===== config.mk =====
export PLATFORM = sky130hd
export DESIGN_NAME = bus_arbiter
export DESIGN_NICKNAME = d
export VERILOG_FILES = /design/src/soc_settings.svh /design/src/soc_pkg.sv /design/src/bus_arbiter.sv
export SDC_FILE = /design/constraint.sdc
export NUM_CORES = 1
export LEC_CHECK = 0
export CORE_AREA = 3 3 117 96
export DETAILED_ROUTE_END_ITERATION = 10
export DIE_AREA = 0 0 120 99
export DONT_BUFFER_PORTS = 1
export PLACE_DENSITY = 0.51
export SLEW_MARGIN = 40
export SYNTH_ARGS = -nofsm -noshare
export SYNTH_HDL_FRONTEND = slang
export SYNTH_SLANG_ARGS = --single-unit

===== constraint.sdc =====
create_clock -name clk -period 1.7 [get_ports clk]
set_input_delay 0.255 -clock clk [delete_from_list [all_inputs] [get_ports clk]]
set_output_delay 0.255 -clock clk [all_outputs]
set_load 0.01 [all_outputs]

===== src/soc_settings.svh =====
`ifndef SOC_SETTINGS_SVH
`define SOC_SETTINGS_SVH

// scratch RAM depth in 32-bit words, addresses wrap above it
`define SOC_RAM_WORDS 256

// region codes from addr[31:28]
`define SOC_REGION_RAM 4'h0
`define SOC_REGION_IO 4'h4

// io register offsets from addr[3:0]
`define SOC_IO_DISP 4'h0
`define SOC_IO_LED 4'h4
`define SOC_IO_SW 4'h8

`endif

===== src/soc_pkg.sv =====
`default_nettype none

package soc_pkg;

  typedef logic [31:0] addr_t;
  typedef logic [31:0] data_t;
  typedef logic [3:0] be_t;
  typedef logic [3:0] region_t;

  // source tag on a command, also the arbiter's last grant
  typedef enum logic {
    MASTER_CPU,
    MASTER_VGA
  } master_e;

  typedef struct packed {
    logic write;
    addr_t addr;
    data_t wdata;
    be_t be;
  } cpu_req_t;

  typedef struct packed {
    logic valid;
    master_e master;
    logic write;
    addr_t addr;
    data_t wdata;
    be_t be;
  } bus_cmd_t;

  typedef struct packed {
    logic valid;
    logic err;
    data_t rdata;
  } bus_rsp_t;

endpackage

`default_nettype wire


===== src/bus_arbiter.sv =====
`timescale 1ns/1ps
`default_nettype none

module bus_arbiter import soc_pkg::*; (
  input logic clk,
  input logic rst,
  input logic cpu_valid,
  input cpu_req_t cpu_req,
  output logic cpu_ready,
  input logic vga_valid,
  input addr_t vga_addr,
  output logic vga_ready,
  output bus_cmd_t cmd
);

  master_e last_grant;

  // round robin, loser of the last tie goes first
  // at most one ready is high, so ready also marks the transfer
  always_comb begin
    cpu_ready = cpu_valid && (!vga_valid || last_grant == MASTER_VGA);
    vga_ready = vga_valid && (!cpu_valid || last_grant == MASTER_CPU);
  end

  always_ff @(posedge clk) begin
    if (rst) begin
      last_grant <= MASTER_VGA;
    end else if (cpu_ready) begin
      last_grant <= MASTER_CPU;
    end else if (vga_ready) begin
      last_grant <= MASTER_VGA;
    end
  end

  always_ff @(posedge clk) begin
    if (rst) begin
      cmd.valid <= 1'b0;
    end else begin
      cmd.valid <= cpu_ready || vga_ready;
    end
  end

  // command payload, only loaded on a transfer
  always_ff @(posedge clk) begin
    if (cpu_ready) begin
      cmd.master <= MASTER_CPU;
      cmd.write <= cpu_req.write;
      cmd.addr <= cpu_req.addr;
      cmd.wdata <= cpu_req.wdata;
      cmd.be <= cpu_req.be;
    end else if (vga_ready) begin
      // display fetch is always a full word read
      cmd.master <= MASTER_VGA;
      cmd.write <= 1'b0;
      cmd.addr <= vga_addr;
      cmd.wdata <= '0;
      cmd.be <= '1;
    end
  end

endmodule

`default_nettype wire


==> flow_summary.ini <==
[final_layout]
area_growth_pct = 15.83
final_cells = 315
layout_commonest_cell = edfxtp_1
insertedDiodeCount = 0
final_cell_mix = edfxtp_1, mux2_4, and3_1
stdcell_area_um2 = 3497
fin_nets = 275
drive_above_1_share_pct = 33.14
post-route-util_pct = 34.29

[yosys]
synth_nets = 268
synth_seq_area_share_pct = 70.62
synth_mux_area_share_pct = 15.67
synth_simple_gate_area_share_pct = 9.490
synth_cells = 163
synth_warnings = 0
netlist_area_um2 = 3019
synth_compound_area_share_pct = 0.4144
yosys.area_share.adder_pct = 0
async_reset_ff_share_pct = 0
synth-xor-area-share_pct = 0
syn_area_per_cell_um2 = 18.52
synth_top_family_by_area = multiplexers
synth-edff-count = 69
ys_ff_latch = 72
synth_top_flop_cell = edfxtp_1
ys_types = 19

[routing]
top_layer = met5
first_pass_iters = 4
wl_per_cell_um = 20.45
drtAntennaViolNets = 0
wl_mm = 6.443
wl_met1_mm = 2.235
wl_met2_mm = 3.301
drc = 0
viasPerCell = 4.625
drt_iter0_drc = 113
route.met3.wl_um = 759
vias = 1457

[power_and_ir_drop]
vdd_ir_drop_max_mv = 0.5647
p_leak_uw = 0.001413
power_density_nw_per_um2 = 1282

[sta]
finalHoldWorstSlack_ns = 0.04058
max_slew.worst_pin.slew_ns = 0.4333
relSlewSlack_pct = 70.85
rsz0062_at_grt = false
maxSlewViolCount = 0
fin_skew_ns = 0.008123
finalSetupTns_ns = 0
setup_viol_count_final = 0
min_period_ns = 1.480
max_freq_mhz = 675.6
post-route-period-util_pct = 87.07
hold_viol = 0

[setup_path]
cp-end-kind = flip-flop
arrival_ns = 1.55
crit_path_start_kind = flip-flop
critPathLaunch = last_grant
path_class = flip-flop to flip-flop
rr_startpoint = last_grant
path_max_fanout = 16
worstPathRequired_ns = 1.77

[status]
outcome = finished clean

[clocking]
clkTransAtPathRegs_ns = 0.06
htree_levels = 3
clkSinkCount = 72
clockBufferDepth = 2
clk_root_buffer_cell = clkbuf_16
clock_latency_ns = 0.32
cts_tree = yes
numCtsBuffers = 9

[placed_design]
dpl.hpwl_mm = 4.335
placed_area_um2 = 3137
port-buffer-count = 0
numPlacedInstances = 295
routabilityCongestion = 0.6521

[grt]
grt-ovfl-total = 0
grt_usage_pct = 10.79
antenna_found_initial = 1
grt_pass1_wl_mm = 9.453
grt_pass1_vias = 1584
grt_max_degree = 39

[floorplan]
ios = 178
die-area_um2 = 11880
core_area_um2 = 10200
rows = 33
die_y_um = 99
die_x_um = 120
initial_core_util_pct = 29.60

[hold_path]
min_path_type = input port to flip-flop
min_from = rst

[flow_run]
drv_cap = 0
-- power by group --
group	internal [µW]	total, µW	switching, µW
Clock	1280	1940	660
Sequential	2130	2270	138
Combinational	158	277	119
Total	3570	4480	918
-- layout make-up --
type | count | area (µm²)
fillers | 984 | 6701
flip-flops and latches | 72 | 2132
multi-input cells | 79 | 788.3
clock buffers | 12 | 236.5
well taps | 140 | 175.2
repair buffers | 6 | 85.08
clock inverters | 4 | 68.82
inverters | 2 | 11.26
-- worst paths after layout --
| check | depth (start not counted) | endpoint | slack, ns |
|---|---|---|---|
| max | 3 | cmd[52] | 0.22 |
| min | 2 | last_grant | 0.04 |
| max reg2reg | 3 | cmd[52] | 0.22 |
| min reg2reg | 2 | last_grant | 0.48 |
-- synth_stat cells, drive strengths merged, types with 2 or more instances --
library cell	number	area [µm²]
edfxtp	69	2072
and3	33	211.5
mux2	32	473.0
clkbuf	7	36.28
nand2b	5	31.28
buf	4	71.32
dfxtp	3	60.06
inv	2	7.510
nand2	2	23.77
nor2	2	7.510
-- timing repair --
| action | 4_1_cts | 5_1_grt |
|---|---|---|
| hold endpoints to repair | 1 | 0 |
| resized for setup | 1 | 1 |
| buffers inserted | 2 | 0 |
| pin swaps | 1 | 0 |
| setup endpoints to repair | 1 | 16 |
| gates cloned | 1 | 0 |
| hold buffers | 1 | 0 |
-- metal layers --
metal | GRT usage, % | up-vias
met5 | 0 | -
met4 | 4.930 | 2
met3 | 6.139 | 13
met2 | 18.22 | 105
met1 | 10.85 | 702
li1 | - | 635
-- critical path: stages (launching register included) --
cell and delay [ns]:
dfxtp_1 0.31, nand2b_2 0.27, nand2_4 0.32, mux2_4 0.33
-- stage by stage --
stage / worst slack [ns] / power (µW)
2_1_floorplan: 0.3382 / 2523
5_1_grt: 0.1356 / 4682
6_report: 0.2199 / 4483
3_5_place_dp: 0.1787 / 2570
4_1_cts: 0.07564 / 4564
3_3_place_gp: 0.2005 / 2564
-- cells by family (layout without fill, tap and decap cells) --
logic type             count (synthesis)  in the layout
buffers and inverters                 13             24
AND/OR/NAND/NOR                       44             45
flip-flops                            72             72
AO/OA/AOI/OAI                          2              2
multiplexers                          32             32
-- registers in the layout, summed over array words and instances (netlist names) --
signal and cells:
last_grant 1, cmd 71
No activity file was read; power rests on OpenSTA's default activity.
