**config.mk**
```make
export PLATFORM = sky130hd
export DESIGN_NAME = bus_decoder
export DESIGN_NICKNAME = d
export VERILOG_FILES = /design/src/soc_pkg.sv /design/src/bus_decoder.sv
export VERILOG_INCLUDE_DIRS = /design/src
export SDC_FILE = /design/constraint.sdc
export NUM_CORES = 1
export LEC_CHECK = 0
export BUFFER_PORTS_ARGS = -buffer_cell sky130_fd_sc_hd__buf_2
export CAP_MARGIN = 30
export CORE_AREA = 2 2 81 83
export DETAILED_ROUTE_END_ITERATION = 12
export DIE_AREA = 0 0 83 85
export PLACE_DENSITY = 0.58
export RECOVER_POWER = 100
export SLEW_MARGIN = 20
export SYNTH_ARGS = -nofsm -noshare
export SYNTH_HDL_FRONTEND = slang
export SYNTH_SLANG_ARGS = --single-unit
```
**constraint.sdc**
```tcl
create_clock -name clk -period 2.05 [get_ports clk]
set_clock_uncertainty 0.15 [all_clocks]
set_input_delay 0.41 -clock clk [delete_from_list [all_inputs] [get_ports clk]]
set_output_delay 0.41 -clock clk [all_outputs]
set_load 0.05 [all_outputs]
```
**src/soc_settings.svh**
```systemverilog
`ifndef SOC_SETTINGS_SVH
`define SOC_SETTINGS_SVH

// scratch RAM depth in 32-bit words, addresses wrap above it
`define SOC_RAM_WORDS 256

// region codes from addr[31:28]
`define SOC_REGION_RAM 4'h0
`define SOC_REGION_IO 4'h4

// io register offsets from addr[3:0]
`define SOC_IO_DISP 4'h0
`define SOC_IO_LED 4'h4
`define SOC_IO_SW 4'h8

`endif
```
**src/soc_pkg.sv**
```systemverilog
`default_nettype none

package soc_pkg;

  typedef logic [31:0] addr_t;
  typedef logic [31:0] data_t;
  typedef logic [3:0] be_t;
  typedef logic [3:0] region_t;

  // source tag on a command, also the arbiter's last grant
  typedef enum logic {
    MASTER_CPU,
    MASTER_VGA
  } master_e;

  typedef struct packed {
    logic write;
    addr_t addr;
    data_t wdata;
    be_t be;
  } cpu_req_t;

  typedef struct packed {
    logic valid;
    master_e master;
    logic write;
    addr_t addr;
    data_t wdata;
    be_t be;
  } bus_cmd_t;

  typedef struct packed {
    logic valid;
    logic err;
    data_t rdata;
  } bus_rsp_t;

endpackage

`default_nettype wire

```
**src/bus_decoder.sv**
```systemverilog
`timescale 1ns/1ps
`default_nettype none
`include "soc_settings.svh"

module bus_decoder import soc_pkg::*; (
  input logic clk,
  input logic rst,
  input bus_cmd_t cmd,
  output logic ram_sel,
  output logic io_sel,
  input data_t ram_rdata,
  input data_t io_rdata,
  output bus_rsp_t cpu_rsp,
  output bus_rsp_t vga_rsp
);

  region_t region;
  region_t rsp_region;
  master_e rsp_master;
  logic rsp_valid;
  logic hit_ram;
  logic hit_io;
  data_t rsp_data;

  assign region = cmd.addr[31:28];
  assign ram_sel = cmd.valid && (region == `SOC_REGION_RAM);
  assign io_sel = cmd.valid && (region == `SOC_REGION_IO);

  // tag follows the command into the slave read stage
  always_ff @(posedge clk) begin
    if (rst) begin
      rsp_valid <= 1'b0;
      rsp_master <= MASTER_CPU;
      rsp_region <= '0;
    end else begin
      rsp_valid <= cmd.valid;
      rsp_master <= cmd.master;
      rsp_region <= region;
    end
  end

  always_comb begin
    hit_ram = (rsp_region == `SOC_REGION_RAM);
    hit_io = (rsp_region == `SOC_REGION_IO);
    if (hit_ram) begin
      rsp_data = ram_rdata;
    end else if (hit_io) begin
      rsp_data = io_rdata;
    end else begin
      // unmapped region
      rsp_data = '0;
    end
  end

  always_comb begin
    cpu_rsp.valid = rsp_valid && (rsp_master == MASTER_CPU);
    cpu_rsp.err = !(hit_ram || hit_io);
    cpu_rsp.rdata = rsp_data;
    vga_rsp.valid = rsp_valid && (rsp_master == MASTER_VGA);
    vga_rsp.err = !(hit_ram || hit_io);
    vga_rsp.rdata = rsp_data;
  end

endmodule

`default_nettype wire

```
==> reports/results.tsv <==
stage	metric	value	unit
run_status	outcome	finished, violations left	
run_status	violations	negative setup slack	
routing	wl_met2	2.089	mm
cts	root_buffer	clkbuf_8	
grt	grt.total_usage	9.908	%
cts	numCtsBuffers	3	
setup_path	crit_type	flop to primary output	
hold_path	hold_start	cmd[69]	
routing	wl_per_cell	12.17	µm
timing	setup_viol	1	
power	powerDensity	550.4	mW/mm²
routing	wl_met3	333	µm
routing	avgViaCountPerCell	4.000	
timing	maxSlewViolCount	0	
yosys	syn_nets	260	
placed_design	io_buffer_count	141	
job	drv_cap	0	
yosys	ys_types	12	
cts	postCtsSetupBuffers	0	
grt	grt_pass1_wl	5.816	mm
yosys	ys.warnings.count	0	
floorplanning	core-area	0.006205	mm²
routing	drc	0	
cts	cts_tree	yes	
placed_design	dp_hpwl	3.003	mm
timing	rsz0062_at_grt	true	
cts	htreeDepth	1	
floorplanning	row_count	29	
floorplanning	die_h	85	µm
layout	final_cell_mix	71 x buf_2, 32 x mux2i_1, 32 x nor2_4, 31 x buf_6, 24 x buf_4	
cts	cts.sinks	6	
routing	drtIter0Drc	6	
layout	drive_gt1_share	78.35	%
routing	wl	3.747	mm
cts	cts_hold_buf	0	
layout	mostFrequentLayoutCell	buf_2	
yosys	synth.ff_latch_count	6	
layout	fin_nets	370	
setup_path	critPathMaxStageDelay	440	ps
routing	dr.pass1.iters	4	
routing	ant_nets	0	
floorplanning	die_x	83	µm
power	p_leak	1.018	nW
layout	syn_to_final_growth	127.8	%
layout	n_fill_cell	646	
routing	dr_total_vias	1232	
setup_path	path_cells	or3_4, buf_12, nor2_4, buf_6	
yosys	syn_avg_cell_area	7.751	µm²
timing	setup_ws	-1.488	ps
yosys	synthCells	123	
grt	grt_pass1_vias	1260	
timing	relSlewSlack	59.77	%
setup_path	cp_slowest_cell	or3_4	
yosys	yosysSeqAreaShare	12.60	%
hold_path	hold_class	input pin to flop	
setup_path	required	1490	ps
yosys	syn_area	953.4	µm²
floorplanning	die_area	0.007055	mm²
floorplanning	io_pins	207	
cts	clk_pin_slew	40	ps
timing	fin_crit	2051	ps
grt	overflow	0	
timing	whs	259.2	ps
timing	setup_tns	-1.488	ps
routing	wl_met1	1.325	mm
timing	hold_viol_final	0	
floorplanning	initial_utilization	15.37	%
power	peakVddDrop	0.0003650	V
setup_path	critPathMaxFanout	17	
hold_path	whs_path_depth	2	
cts	clk_path_buf_depth	2	
setup_path	arrival	1490	ps
timing	fmax	487.5	MHz
layout	antenna_cells	0	
setup_path	end_kind	primary output	
timing	tightest_slew	606.0	ps
routing	top_layer_used	met3	
grt	antenna_found_initial	0	
placed_design	gp_congestion	0.7019	
setup_path	cp-start-kind	flop	
grt	grt_max_degree	18	
layout	fin_util	35.01	%
timing	layout_worst_path_cycle_share	100.1	%
hold_path	whs_endpoint	rsp_master	
[synth_stat cells]
library cell   n  area (µm²)
nor2b_1        7       43.79
nor2_1        32       120.1
nor4_1         1       6.260
buf_6          4       45.04
and2_1         1       6.260
mux2i_1       32       320.3
buf_2          3       15.01
or3_1          1       6.260
nor4b_1        1       8.760
dfxtp_1        6       120.1
buf_4         34       255.2
nand2b_1       1       6.260
[registers in the layout (all words and copies together) (netlist names)]
signal	cells
rsp_region	4
rsp_master	1
rsp_valid	1
[what timing repair did]
action / CTS / global route
cloned: 1 / 0
pin swaps: 1 / 1
resized for setup: 119 / 21
endpoints found under the setup margin: 64 / 38
[layer usage]
layer	vias up	GRT usage, %
met3	0	2.140
li1	596	-
met5	-	0
met2	83	19.72
met1	553	10.77
met4	0	1.788
[worst max-delay path, delay by kind of cell (launching register included)]
family	cells	cell delay, ps
AND/OR/NAND/NOR	2	610
buffers and inverters	2	380
flip-flops	1	290
[cells by family after synthesis]
group	Yosys count	synth area share, %
buffers and inverters	41	33.07
and+or+nand+nor	44	20.74
muxes	32	33.60
DFF	6	12.60
[where the power goes]
| group | leakage, nW | internal [W] | switching (W) |
|---|---|---|---|
| logic | 0.946 | 0.000318 | 0.000578 |
| registers | 0.0503 | 0.000124 | 0.00000310 |
| clock network | 0.0216 | 0.000126 | 0.0000471 |
| total | 1.02 | 0.000568 | 0.000628 |
[worst max path at each step]
| stage | from | end |
|---|---|---|
| 6_report | rsp_region[3] | cpu_rsp[27] |
| 5_1_grt | rsp_region[3] | vga_rsp[30] |
| 4_1_cts | rsp_region[3] | vga_rsp[22] |
| 3_5_place_dp | rsp_region[1] | vga_rsp[16] |
| 3_3_place_gp | rsp_region[1] | vga_rsp[14] |
| 2_1_floorplan | rsp_region[1] | vga_rsp[14] |
[cell type report]
class	count	area, µm²	area share (%)
flip-flops and latches	6	121.4	5.588
repair buffers	146	1137	52.36
multi-input cells	76	775.7	35.71
clock buffers	3	41.29	1.901
well taps	77	96.34	4.435
[stage by stage]
| stage | instance area (µm²) | cells | worst slack (ps) | total power (W) |
|---|---|---|---|---|
| 6_report | 2172 | 308 | -1.488 | 0.001196 |
| 5_1_grt | 2172 | 308 | -39.19 | 0.001247 |
| 4_1_cts | 2091 | 308 | -29.30 | 0.001178 |
| 3_5_place_dp | 1663 | 304 | -47.05 | 0.0008576 |
| 3_3_place_gp | 1663 | 304 | -30.88 | 0.0008542 |
| 2_1_floorplan | 1114 | 123 | -494.5 | 0.0007427 |
No activity file was read; power rests on OpenSTA's default activity.
