## config.mk

```make
export PLATFORM = sky130hd
export DESIGN_NAME = io_regs
export DESIGN_NICKNAME = d
export VERILOG_FILES = /design/src/soc_pkg.sv /design/src/io_regs.sv
export VERILOG_INCLUDE_DIRS = /design/src
export SDC_FILE = /design/constraint.sdc
export NUM_CORES = 1
export LEC_CHECK = 0
export BUFFER_PORTS_ARGS = -buffer_cell sky130_fd_sc_hd__buf_4
export CELL_PAD_IN_SITES_DETAIL_PLACEMENT = 1
export CELL_PAD_IN_SITES_GLOBAL_PLACEMENT = 2
export CORE_UTILIZATION = 28
export CTS_CLUSTER_SIZE = 16
export DETAILED_ROUTE_END_ITERATION = 10
export PLACE_DENSITY_LB_ADDON = 0.1
export SLEW_MARGIN = 10
export SYNTH_ARGS = -nofsm -noshare
export SYNTH_HDL_FRONTEND = slang
export SYNTH_SLANG_ARGS = --single-unit
```

## constraint.sdc

```tcl
create_clock -name clk -period 3.6 [get_ports clk]
set_input_delay 0.72 -clock clk [delete_from_list [all_inputs] [get_ports clk]]
set_output_delay 0.72 -clock clk [all_outputs]
set_load 0.01 [all_outputs]
```

## src/soc_settings.svh

```systemverilog
`ifndef SOC_SETTINGS_SVH
`define SOC_SETTINGS_SVH

// scratch RAM depth in 32-bit words, addresses wrap above it
`define SOC_RAM_WORDS 256

// region codes from addr[31:28]
`define SOC_REGION_RAM 4'h0
`define SOC_REGION_IO 4'h4

// io register offsets from addr[3:0]
`define SOC_IO_DISP 4'h0
`define SOC_IO_LED 4'h4
`define SOC_IO_SW 4'h8

`endif
```

## src/soc_pkg.sv

```systemverilog
`default_nettype none

package soc_pkg;

  typedef logic [31:0] addr_t;
  typedef logic [31:0] data_t;
  typedef logic [3:0] be_t;
  typedef logic [3:0] region_t;

  // source tag on a command, also the arbiter's last grant
  typedef enum logic {
    MASTER_CPU,
    MASTER_VGA
  } master_e;

  typedef struct packed {
    logic write;
    addr_t addr;
    data_t wdata;
    be_t be;
  } cpu_req_t;

  typedef struct packed {
    logic valid;
    master_e master;
    logic write;
    addr_t addr;
    data_t wdata;
    be_t be;
  } bus_cmd_t;

  typedef struct packed {
    logic valid;
    logic err;
    data_t rdata;
  } bus_rsp_t;

endpackage

`default_nettype wire

```

## src/io_regs.sv

```systemverilog
`timescale 1ns/1ps
`default_nettype none
`include "soc_settings.svh"

module io_regs import soc_pkg::*; (
  input logic clk,
  input logic rst,
  input logic sel,
  input bus_cmd_t cmd,
  output data_t rdata,
  input logic [17:0] sw,
  output logic [17:0] ledr,
  output logic [6:0] hex0,
  output logic [6:0] hex1,
  output logic [6:0] hex2,
  output logic [6:0] hex3
);

  logic [15:0] disp;
  logic [3:0] offset;

  // active low, bit 0 is segment a
  function automatic logic [6:0] seg7(input logic [3:0] digit);
    case (digit)
      4'h0: seg7 = 7'b1000000;
      4'h1: seg7 = 7'b1111001;
      4'h2: seg7 = 7'b0100100;
      4'h3: seg7 = 7'b0110000;
      4'h4: seg7 = 7'b0011001;
      4'h5: seg7 = 7'b0010010;
      4'h6: seg7 = 7'b0000010;
      4'h7: seg7 = 7'b1111000;
      4'h8: seg7 = 7'b0000000;
      4'h9: seg7 = 7'b0010000;
      4'ha: seg7 = 7'b0001000;
      4'hb: seg7 = 7'b0000011;
      4'hc: seg7 = 7'b1000110;
      4'hd: seg7 = 7'b0100001;
      4'he: seg7 = 7'b0000110;
      default: seg7 = 7'b0001110;
    endcase
  endfunction

  assign offset = cmd.addr[3:0];

  // writes to the switch offset or unused offsets fall through
  always_ff @(posedge clk) begin
    if (rst) begin
      disp <= '0;
      ledr <= '0;
    end else if (sel && cmd.write) begin
      if (offset == `SOC_IO_DISP) begin
        if (cmd.be[0]) disp[7:0] <= cmd.wdata[7:0];
        if (cmd.be[1]) disp[15:8] <= cmd.wdata[15:8];
      end else if (offset == `SOC_IO_LED) begin
        if (cmd.be[0]) ledr[7:0] <= cmd.wdata[7:0];
        if (cmd.be[1]) ledr[15:8] <= cmd.wdata[15:8];
        if (cmd.be[2]) ledr[17:16] <= cmd.wdata[17:16];
      end
    end
  end

  always_ff @(posedge clk) begin
    if (sel && !cmd.write) begin
      case (offset)
        `SOC_IO_DISP: rdata <= data_t'(disp);
        `SOC_IO_LED: rdata <= data_t'(ledr);
        `SOC_IO_SW: rdata <= data_t'(sw);
        default: rdata <= '0;
      endcase
    end else begin
      rdata <= '0;
    end
  end

  // hex0 shows the low nibble
  assign hex0 = seg7(disp[3:0]);
  assign hex1 = seg7(disp[7:4]);
  assign hex2 = seg7(disp[11:8]);
  assign hex3 = seg7(disp[15:12]);

endmodule

`default_nettype wire

```

==> results.rst, run 1 <==
.. list-table::
   :header-rows: 1

   * - Metric
     - Value
   * - Run status
     - complete, but fails checks
   * - Failing checks
     - DRC
   * - DR WL/cell
     - 17.5 um
   * - Sequential share of power
     - 0.447
   * - Total routing resource utilization after global routing
     - 0.180
   * - Count of state elements after synthesis
     - 80
   * - Initial Utilization
     - 0.290
   * - Worst hold path type
     - flip-flop to flip-flop
   * - Cell area after synthesis
     - between 4000 and 5000 um2
   * - Power Dens Cells
     - 352 nW/um2
   * - Area delta synth->final
     - 32.6%
   * - Post-layout net count
     - 712
   * - Placer congestion estimate
     - 0.752
   * - First-pass GRT wire length
     - 21.9 mm
   * - Setup crit start kind
     - input port
   * - Relative slew margins
     - 0.539
   * - IO Port Bufs
     - 110
   * - Remaining DRCs
     - 12
   * - Final Setup Violations
     - 0
   * - Area enclosed by the die boundary
     - about 16000 um2
   * - Pre-CTS worst setup slack
     - 127 ps
   * - Crit end category
     - flip-flop
   * - Cell area after layout
     - 5660 um2
   * - # hold bufs at CTS
     - 0
   * - Remaining global-route overflow
     - 0
   * - Routed via count divided by cell count
     - slightly above 5
   * - Mean post-synth cell area
     - around 9 um2
   * - Final Max Tran Viols
     - 0
   * - Postcts setup bufs
     - 0
   * - Design internal power
     - between 1.5 and 2 mW
   * - Startpoint-to-endpoint class of the critical path
     - input port to flip-flop
   * - Async SR Flop Fraction
     - 0
   * - Number of global-route vias before repair
     - ~4.0k
   * - Maximum count of clock buffers along a single path
     - 2
   * - Unrepaired setup endpoints after global routing
     - false
   * - DR pass1 iterations
     - 11
   * - Most frequent standard cell in the layout excluding fill and tap cells
     - sky130_fd_sc_hd__buf_4
   * - Estimated wirelength of the detail-placed design
     - 10.1 mm
   * - Antenna-violating nets left
     - 0
   * - Number of buffers added by the clock tree synthesis step
     - 9
   * - Crit-path max FO
     - 13
   * - Diode insertion count for antenna repair
     - 0
   * - Die height
     - roughly 130 um
   * - Synth Warn #
     - 0
   * - Core region area
     - 14700 um2
   * - Final setup skew
     - 5.48 ps
   * - Primary flip-flop cell chosen by synthesis mapping
     - sky130_fd_sc_hd__dfxtp_1
   * - Maximum number of pins on one net before global-route repair
     - 51
   * - Share of final-layout standard cells stronger than drive strength 1
     - 0.301
   * - Antenna violations before repair
     - 0
   * - Max frequency
     - 0.322 GHz
   * - Io pins
     - 170
   * - Clock power frac
     - 0.484
   * - Top library cells by usage in the layout, fill and taps aside
     - sky130_fd_sc_hd__buf_4 (139), sky130_fd_sc_hd__dfxtp_1 (80), sky130_fd_sc_hd__nor2_1 (60), sky130_fd_sc_hd__mux2i_1 (37), sky130_fd_sc_hd__inv_1 (31)
   * - Placed inst area
     - between 5000 and 6000 um2
   * - Placement Rows
     - 44
   * - Crit path arrival time
     - 3340 ps
   * - Part of the Yosys area used for sequential elements
     - 0.375
   * - Via count
     - 3956
   * - Count of distinct cell types in the synthesized netlist
     - 50
   * - Count of max-cap constraint violations
     - 0
   * - Switching share of total power
     - 0.245
   * - Tmin final
     - 3110 ps
   * - Final Cycle Share
     - 0.863
   * - Crit path required time
     - 3830 ps
   * - CTS clk-pin slew, worst paths
     - ~60 ps
   * - Number of cells in the design after placement
     - 769
   * - TritonCTS clock tree
     - done
   * - Number of enable-type register cells in the synthesized netlist
     - 0
   * - Final Power
     - 1.99 mW
   * - Static leakage
     - 2.30 nW
   * - Number of DRC markers after the initial detailed-route iteration
     - 334
   * - Count of cells resized by post-cts repair
     - 0
   * - Hold Violations, Final
     - 0
   * - Post-layout instance count excluding filler cells
     - 785
   * - Overall die width
     - 125 um
   * - Fin Setup TNS
     - 0 ps
   * - Least-Margin Pin Slew
     - 690 ps
   * - Root Buffer Master
     - sky130_fd_sc_hd__clkbuf_16
   * - Overall routed net length
     - 13.8 mm
   * - Switching pwr
     - between 0.4 and 0.5 mW
   * - Final Worst Setup Slack
     - 493 ps
   * - Peak ir drop on the vdd network
     - 0.211 mV
   * - Count of H-tree levels built during CTS
     - 3
   * - Final hold slack
     - between 400 and 500 ps
   * - Util after Layout
     - 0.385
   * - Gate Count Post-Synth
     - 475
   * - Latest clock arrival within the worst-skew pair
     - roughly 350 ps
   * - CTS sink cnt
     - 80
   * - Share of power burned in combinational logic
     - 0.070
==> area by class of cell <==
| cell class | instances | area [um2] |
|---|---|---|
| multi-input cells | 335 | 2360 |
| repair buffers | 139 | 1040 |
| clock inverters | 6 | 68.8 |
| well taps | 184 | 230 |
| fillers | 1720 | 9040 |
| flip-flops and latches | 80 | 1600 |
| inverters | 31 | 116 |
| clock buffers | 10 | 239 |
==> cell families after synthesis <==
kind of cell    count (synthesis)  share of synthesized area
fa+ha+maj                      24                     0.0704
other cells                     1                   0.000879
simple gates                  133                      0.151
flops                          80                      0.375
buf+inv                        73                     0.0882
mux                            41                     0.0973
compound gates                123                      0.217
==> Yosys cell counts, types with 4 or more instances <==
library cell	count	area share
sky130_fd_sc_hd__nor2_1	60	0.053
sky130_fd_sc_hd__nand2b_1	5	0.0073
sky130_fd_sc_hd__nor2b_1	7	0.010
sky130_fd_sc_hd__o211ai_1	5	0.0088
sky130_fd_sc_hd__o22ai_1	12	0.018
sky130_fd_sc_hd__nor4_1	4	0.0059
sky130_fd_sc_hd__a222oi_1	16	0.038
sky130_fd_sc_hd__clkbuf_1	20	0.018
sky130_fd_sc_hd__nand2_1	25	0.022
sky130_fd_sc_hd__a221oi_1	4	0.0082
sky130_fd_sc_hd__o32ai_1	4	0.0082
sky130_fd_sc_hd__buf_4	15	0.026
sky130_fd_sc_hd__dfxtp_1	80	0.38
sky130_fd_sc_hd__a21oi_1	29	0.034
sky130_fd_sc_hd__o2bb2ai_1	4	0.0082
sky130_fd_sc_hd__mux2_2	4	0.011
sky130_fd_sc_hd__ha_1	24	0.070
sky130_fd_sc_hd__or2_1	5	0.0073
sky130_fd_sc_hd__nor3_1	4	0.0047
sky130_fd_sc_hd__a32o_1	4	0.0094
sky130_fd_sc_hd__mux2i_1	37	0.087
sky130_fd_sc_hd__inv_1	31	0.027
sky130_fd_sc_hd__nand3_1	6	0.0070
sky130_fd_sc_hd__o21ai_1	10	0.012
sky130_fd_sc_hd__o21ai_0	11	0.013
sky130_fd_sc_hd__buf_6	6	0.016
==> registers in the layout (all words and copies together) (netlist names) <==
signal / cells
disp: 16
hex0: 7
hex1: 7
hex2: 7
hex3: 7
ledr: 18
rdata: 18
==> power by group through the flow <==
stage	Sequential [mW]	Clock, mW	Combinational, mW
2_1_floorplan	0.912	0	0.0696
6_report	0.891	0.965	0.139
3_3_place_gp	0.911	0	0.137
4_1_cts	0.891	0.996	0.140
5_1_grt	0.891	1.02	0.151
3_5_place_dp	0.911	0	0.139
==> layer usage <==
metal	track usage	routed length (um)
met5	0	0
met2	0.268	5940
met3	0.0342	694
met4	0.0624	195
met1	0.256	6930
==> worst max-delay path, stage by stage <==
cell,delay (ps)
sky130_fd_sc_hd__buf_4,140
sky130_fd_sc_hd__or4_4,660
sky130_fd_sc_hd__nor2_2,270
sky130_fd_sc_hd__nand2_1,110
sky130_fd_sc_hd__a21oi_1,300
sky130_fd_sc_hd__inv_1,170
sky130_fd_sc_hd__ha_1,370
sky130_fd_sc_hd__nor2_1,60
sky130_fd_sc_hd__a211oi_1,240
sky130_fd_sc_hd__a21oi_1,80
sky130_fd_sc_hd__a32o_1,220
==> path summary, 6_finish.rpt <==
kind                              start  endpoint  slack [ps]  cells past startpoint
worst min register to register  disp[9]   disp[9]         500                      2
worst max register to register  disp[8]   hex2[1]        1550                      8
worst max-delay path            cmd[37]   hex2[1]         490                     11
worst min-delay path            disp[9]   disp[9]         500                      2
(Power assumes the default switching activity.)
==> run 2: changes to the inputs <==
Settings changed: REMOVE_ABC_BUFFERS set to 1.
==> run 2 against run 1 <==
The run still ends with DRC left. Highest routed layer unchanged. Critical endpoint unchanged. Register-to-register slack better by 180 ps. Sequential cell count stayed put. Count of clock-buffer cells in the layout is 1 higher. Sequential share of layout area is 0.30 points lower.
==> results.rst, run 2 (synthesized netlist as in run 1, its figures left out) <==
.. list-table::
   :header-rows: 1

   * - Metric
     - Value
   * - Power Dens Cells
     - 368 nW/um2
   * - Delay of the slowest cell on the worst path
     - 650 ps
   * - Count of cells resized by post-cts repair
     - 0
   * - Initial Utilization
     - 0.290
   * - DR pass1 iterations
     - 10
   * - Latest clock arrival within the worst-skew pair
     - 340 ps
   * - Remaining DRCs
     - 11
   * - Max frequency
     - between 0.3 and 0.4 GHz
   * - Antenna-violating nets left
     - 0
   * - # hold bufs at CTS
     - 0
   * - Die height
     - approximately 130 um
   * - Diode insertion count for antenna repair
     - 0
   * - Post-layout net count
     - ~720
   * - Final hold slack
     - 506 ps
   * - Startpoint-to-endpoint class of the critical path
     - input port to flip-flop
   * - Number of global-route vias before repair
     - about 4.1k
   * - Post-layout instance count excluding filler cells
     - between 700 and 800
   * - Area delta synth->final
     - 34.0%
   * - Worst reg-to-reg path cell count
     - 8
   * - Placer congestion estimate
     - between 0.7 and 0.8
   * - CTS clk-pin slew, worst paths
     - ~60 ps
   * - Maximum count of clock buffers along a single path
     - 2
   * - Worst hold path type
     - flip-flop to flip-flop
   * - Logic depth of the worst path, buffers included
     - 11
   * - Overall die width
     - 125 um
   * - Top library cells by usage in the layout, fill and taps aside
     - sky130_fd_sc_hd__buf_4 (142), sky130_fd_sc_hd__dfxtp_1 (80), sky130_fd_sc_hd__nor2_1 (60), sky130_fd_sc_hd__mux2i_1 (37), sky130_fd_sc_hd__inv_1 (31)
   * - Count of H-tree levels built during CTS
     - 3
   * - Fill count
     - 1712
   * - Hold Violations, Final
     - 0
   * - Final Max Tran Viols
     - 0
   * - Antenna violations before repair
     - 0
   * - Failing checks
     - DRC
   * - Library cell appearing most often on the critical path
     - sky130_fd_sc_hd__a21oi_1
   * - Setup crit start kind
     - input port
   * - Top Layer Used
     - met4
   * - Met2 layer wire length in the routed design
     - 6.39 mm
   * - Crit path arrival time
     - between 3000 and 4000 ps
   * - Postcts setup bufs
     - 0
   * - Number of buffers added by the clock tree synthesis step
     - 9
   * - Area enclosed by the die boundary
     - 15700 um2
   * - Number of buffer and inverter stages on the critical path
     - 2
   * - Static leakage
     - between 2 and 2.5 nW
   * - Critical register-to-register path startpoint
     - disp[8]
   * - Routed wire length on met3
     - 773 um
   * - Remaining global-route overflow
     - 0
   * - Final setup skew
     - between 6 and 7 ps
   * - Placement Rows
     - 44
   * - Relative slew margins
     - 0.458
   * - Total routing resource utilization after global routing
     - 0.177
   * - Routed via count divided by cell count
     - 5.05
   * - Estimated wirelength of the detail-placed design
     - just over 10 mm
   * - Slowest library cell on the worst path
     - sky130_fd_sc_hd__or4_4
   * - Run status
     - complete, but fails checks
   * - Crit end category
     - flip-flop
   * - Final Cycle Share
     - 0.839
   * - Most frequent standard cell in the layout excluding fill and tap cells
     - sky130_fd_sc_hd__buf_4
   * - Fin Setup TNS
     - 0 ps
   * - Via count
     - around 4.0k
   * - Share of final-layout standard cells stronger than drive strength 1
     - 0.303
   * - Root Buffer Master
     - sky130_fd_sc_hd__clkbuf_16
   * - Least-Margin Pin Slew
     - 806 ps
   * - Tmin final
     - 3020 ps
   * - IO Port Bufs
     - 110
   * - Number of DRC markers after the initial detailed-route iteration
     - 211
   * - FF-to-FF End
     - hex2[1]
   * - Maximum number of pins on one net before global-route repair
     - 32
   * - Crit path required time
     - between 3000 and 4000 ps
   * - Number of cells in the design after placement
     - 772
   * - Critical Path Start
     - cmd[37]
   * - DRT met1 WL
     - approximately 6.4 mm
   * - TritonCTS clock tree
     - done
   * - Ordered cell list for the critical path
     - buf_4 -> or4_4 -> nor2_2 -> nand2_1 -> a21oi_1 -> inv_1 -> ha_1 -> nor2_1 -> a211oi_1 -> a21oi_1 -> a32o_1
   * - Io pins
     - 170
   * - Largest registers ranked by flip-flop count
     - ledr: 18 flops, rdata: 18 flops, disp: 16 flops
   * - Peak ir drop on the vdd network
     - 0.240 mV
   * - CP delay by family, top
     - simple AND/OR/NAND/NOR gates
   * - CTS sink cnt
     - 80
   * - Final Setup Violations
     - 0
   * - Setup slack, reg-to-reg
     - 1730 ps
   * - Setup crit end
     - hex2[1]
   * - Count of max-cap constraint violations
     - 0
   * - Crit-path max FO
     - 13
   * - First-pass GRT wire length
     - 21.8 mm
   * - Final Power
     - around 2.1 mW
   * - Core region area
     - around 15000 um2
   * - Unrepaired setup endpoints after global routing
     - false
   * - DR WL/cell
     - 17.4 um
   * - Overall routed net length
     - 13.7 mm
## run 2: power breakdown
| group | internal [mW] | total, mW | switching, mW |
|---|---|---|---|
| Combinational | 0.0594 | 0.140 | 0.0802 |
| Clock | 0.697 | 1.07 | 0.375 |
| Sequential | 0.889 | 0.891 | 0.00226 |
| Total | 1.65 | 2.10 | 0.457 |
## run 2: how the worst min path moves through the flow
stage,cells past startpoint,slack (ps),from,to
6_report,2,510,disp[9],disp[9]
5_1_grt,2,550,disp[5],disp[5]
4_1_cts,2,510,disp[9],disp[9]
3_5_place_dp,2,500,disp[9],disp[9]
3_3_place_gp,2,480,disp[9],disp[9]
2_1_floorplan,2,450,disp[9],disp[9]
## run 2: layout make-up
cell class / instances / area [um2] / share of cell area
Multi-Input combinational cell: 335 / 2360 / 0.413
Sequential cell: 80 / 1600 / 0.280
Timing Repair Buffer: 142 / 1070 / 0.186
Clock buffer: 11 / 243 / 0.0424
Tap cell: 184 / 230 / 0.0402
Inverter: 31 / 116 / 0.0203
Clock inverter: 5 / 104 / 0.0182
## run 2: worst reg2reg max path: cells and delay by family (launching register included)
kind                       cells  cell delay [ps]
DFF                            1              380
buffers and inverters          1              140
adders and majority gates      1              340
and+or+nand+nor                2              140
AOI/OAI and AO/OA              4              760
## run 2: metal layers
metal / vias to the layer above / GRT usage
met2: 110 / 0.289
met3: 12 / 0.0385
li1: 1918 / -
met5: - / 0
met4: 0 / 0.0717
met1: 1941 / 0.225
## run 2: through the flow
| stage | setup WS [ps] | utilization | instance area [um2] |
|---|---|---|---|
| final | 579 | 0.389 | 5720 |
| after detailed placement | 241 | 0.366 | 5370 |
| after CTS | 577 | 0.389 | 5720 |
| after floorplan | 166 | - | 4060 |
| after global placement | 216 | 0.366 | 5370 |
| after global routing | 385 | 0.389 | 5720 |
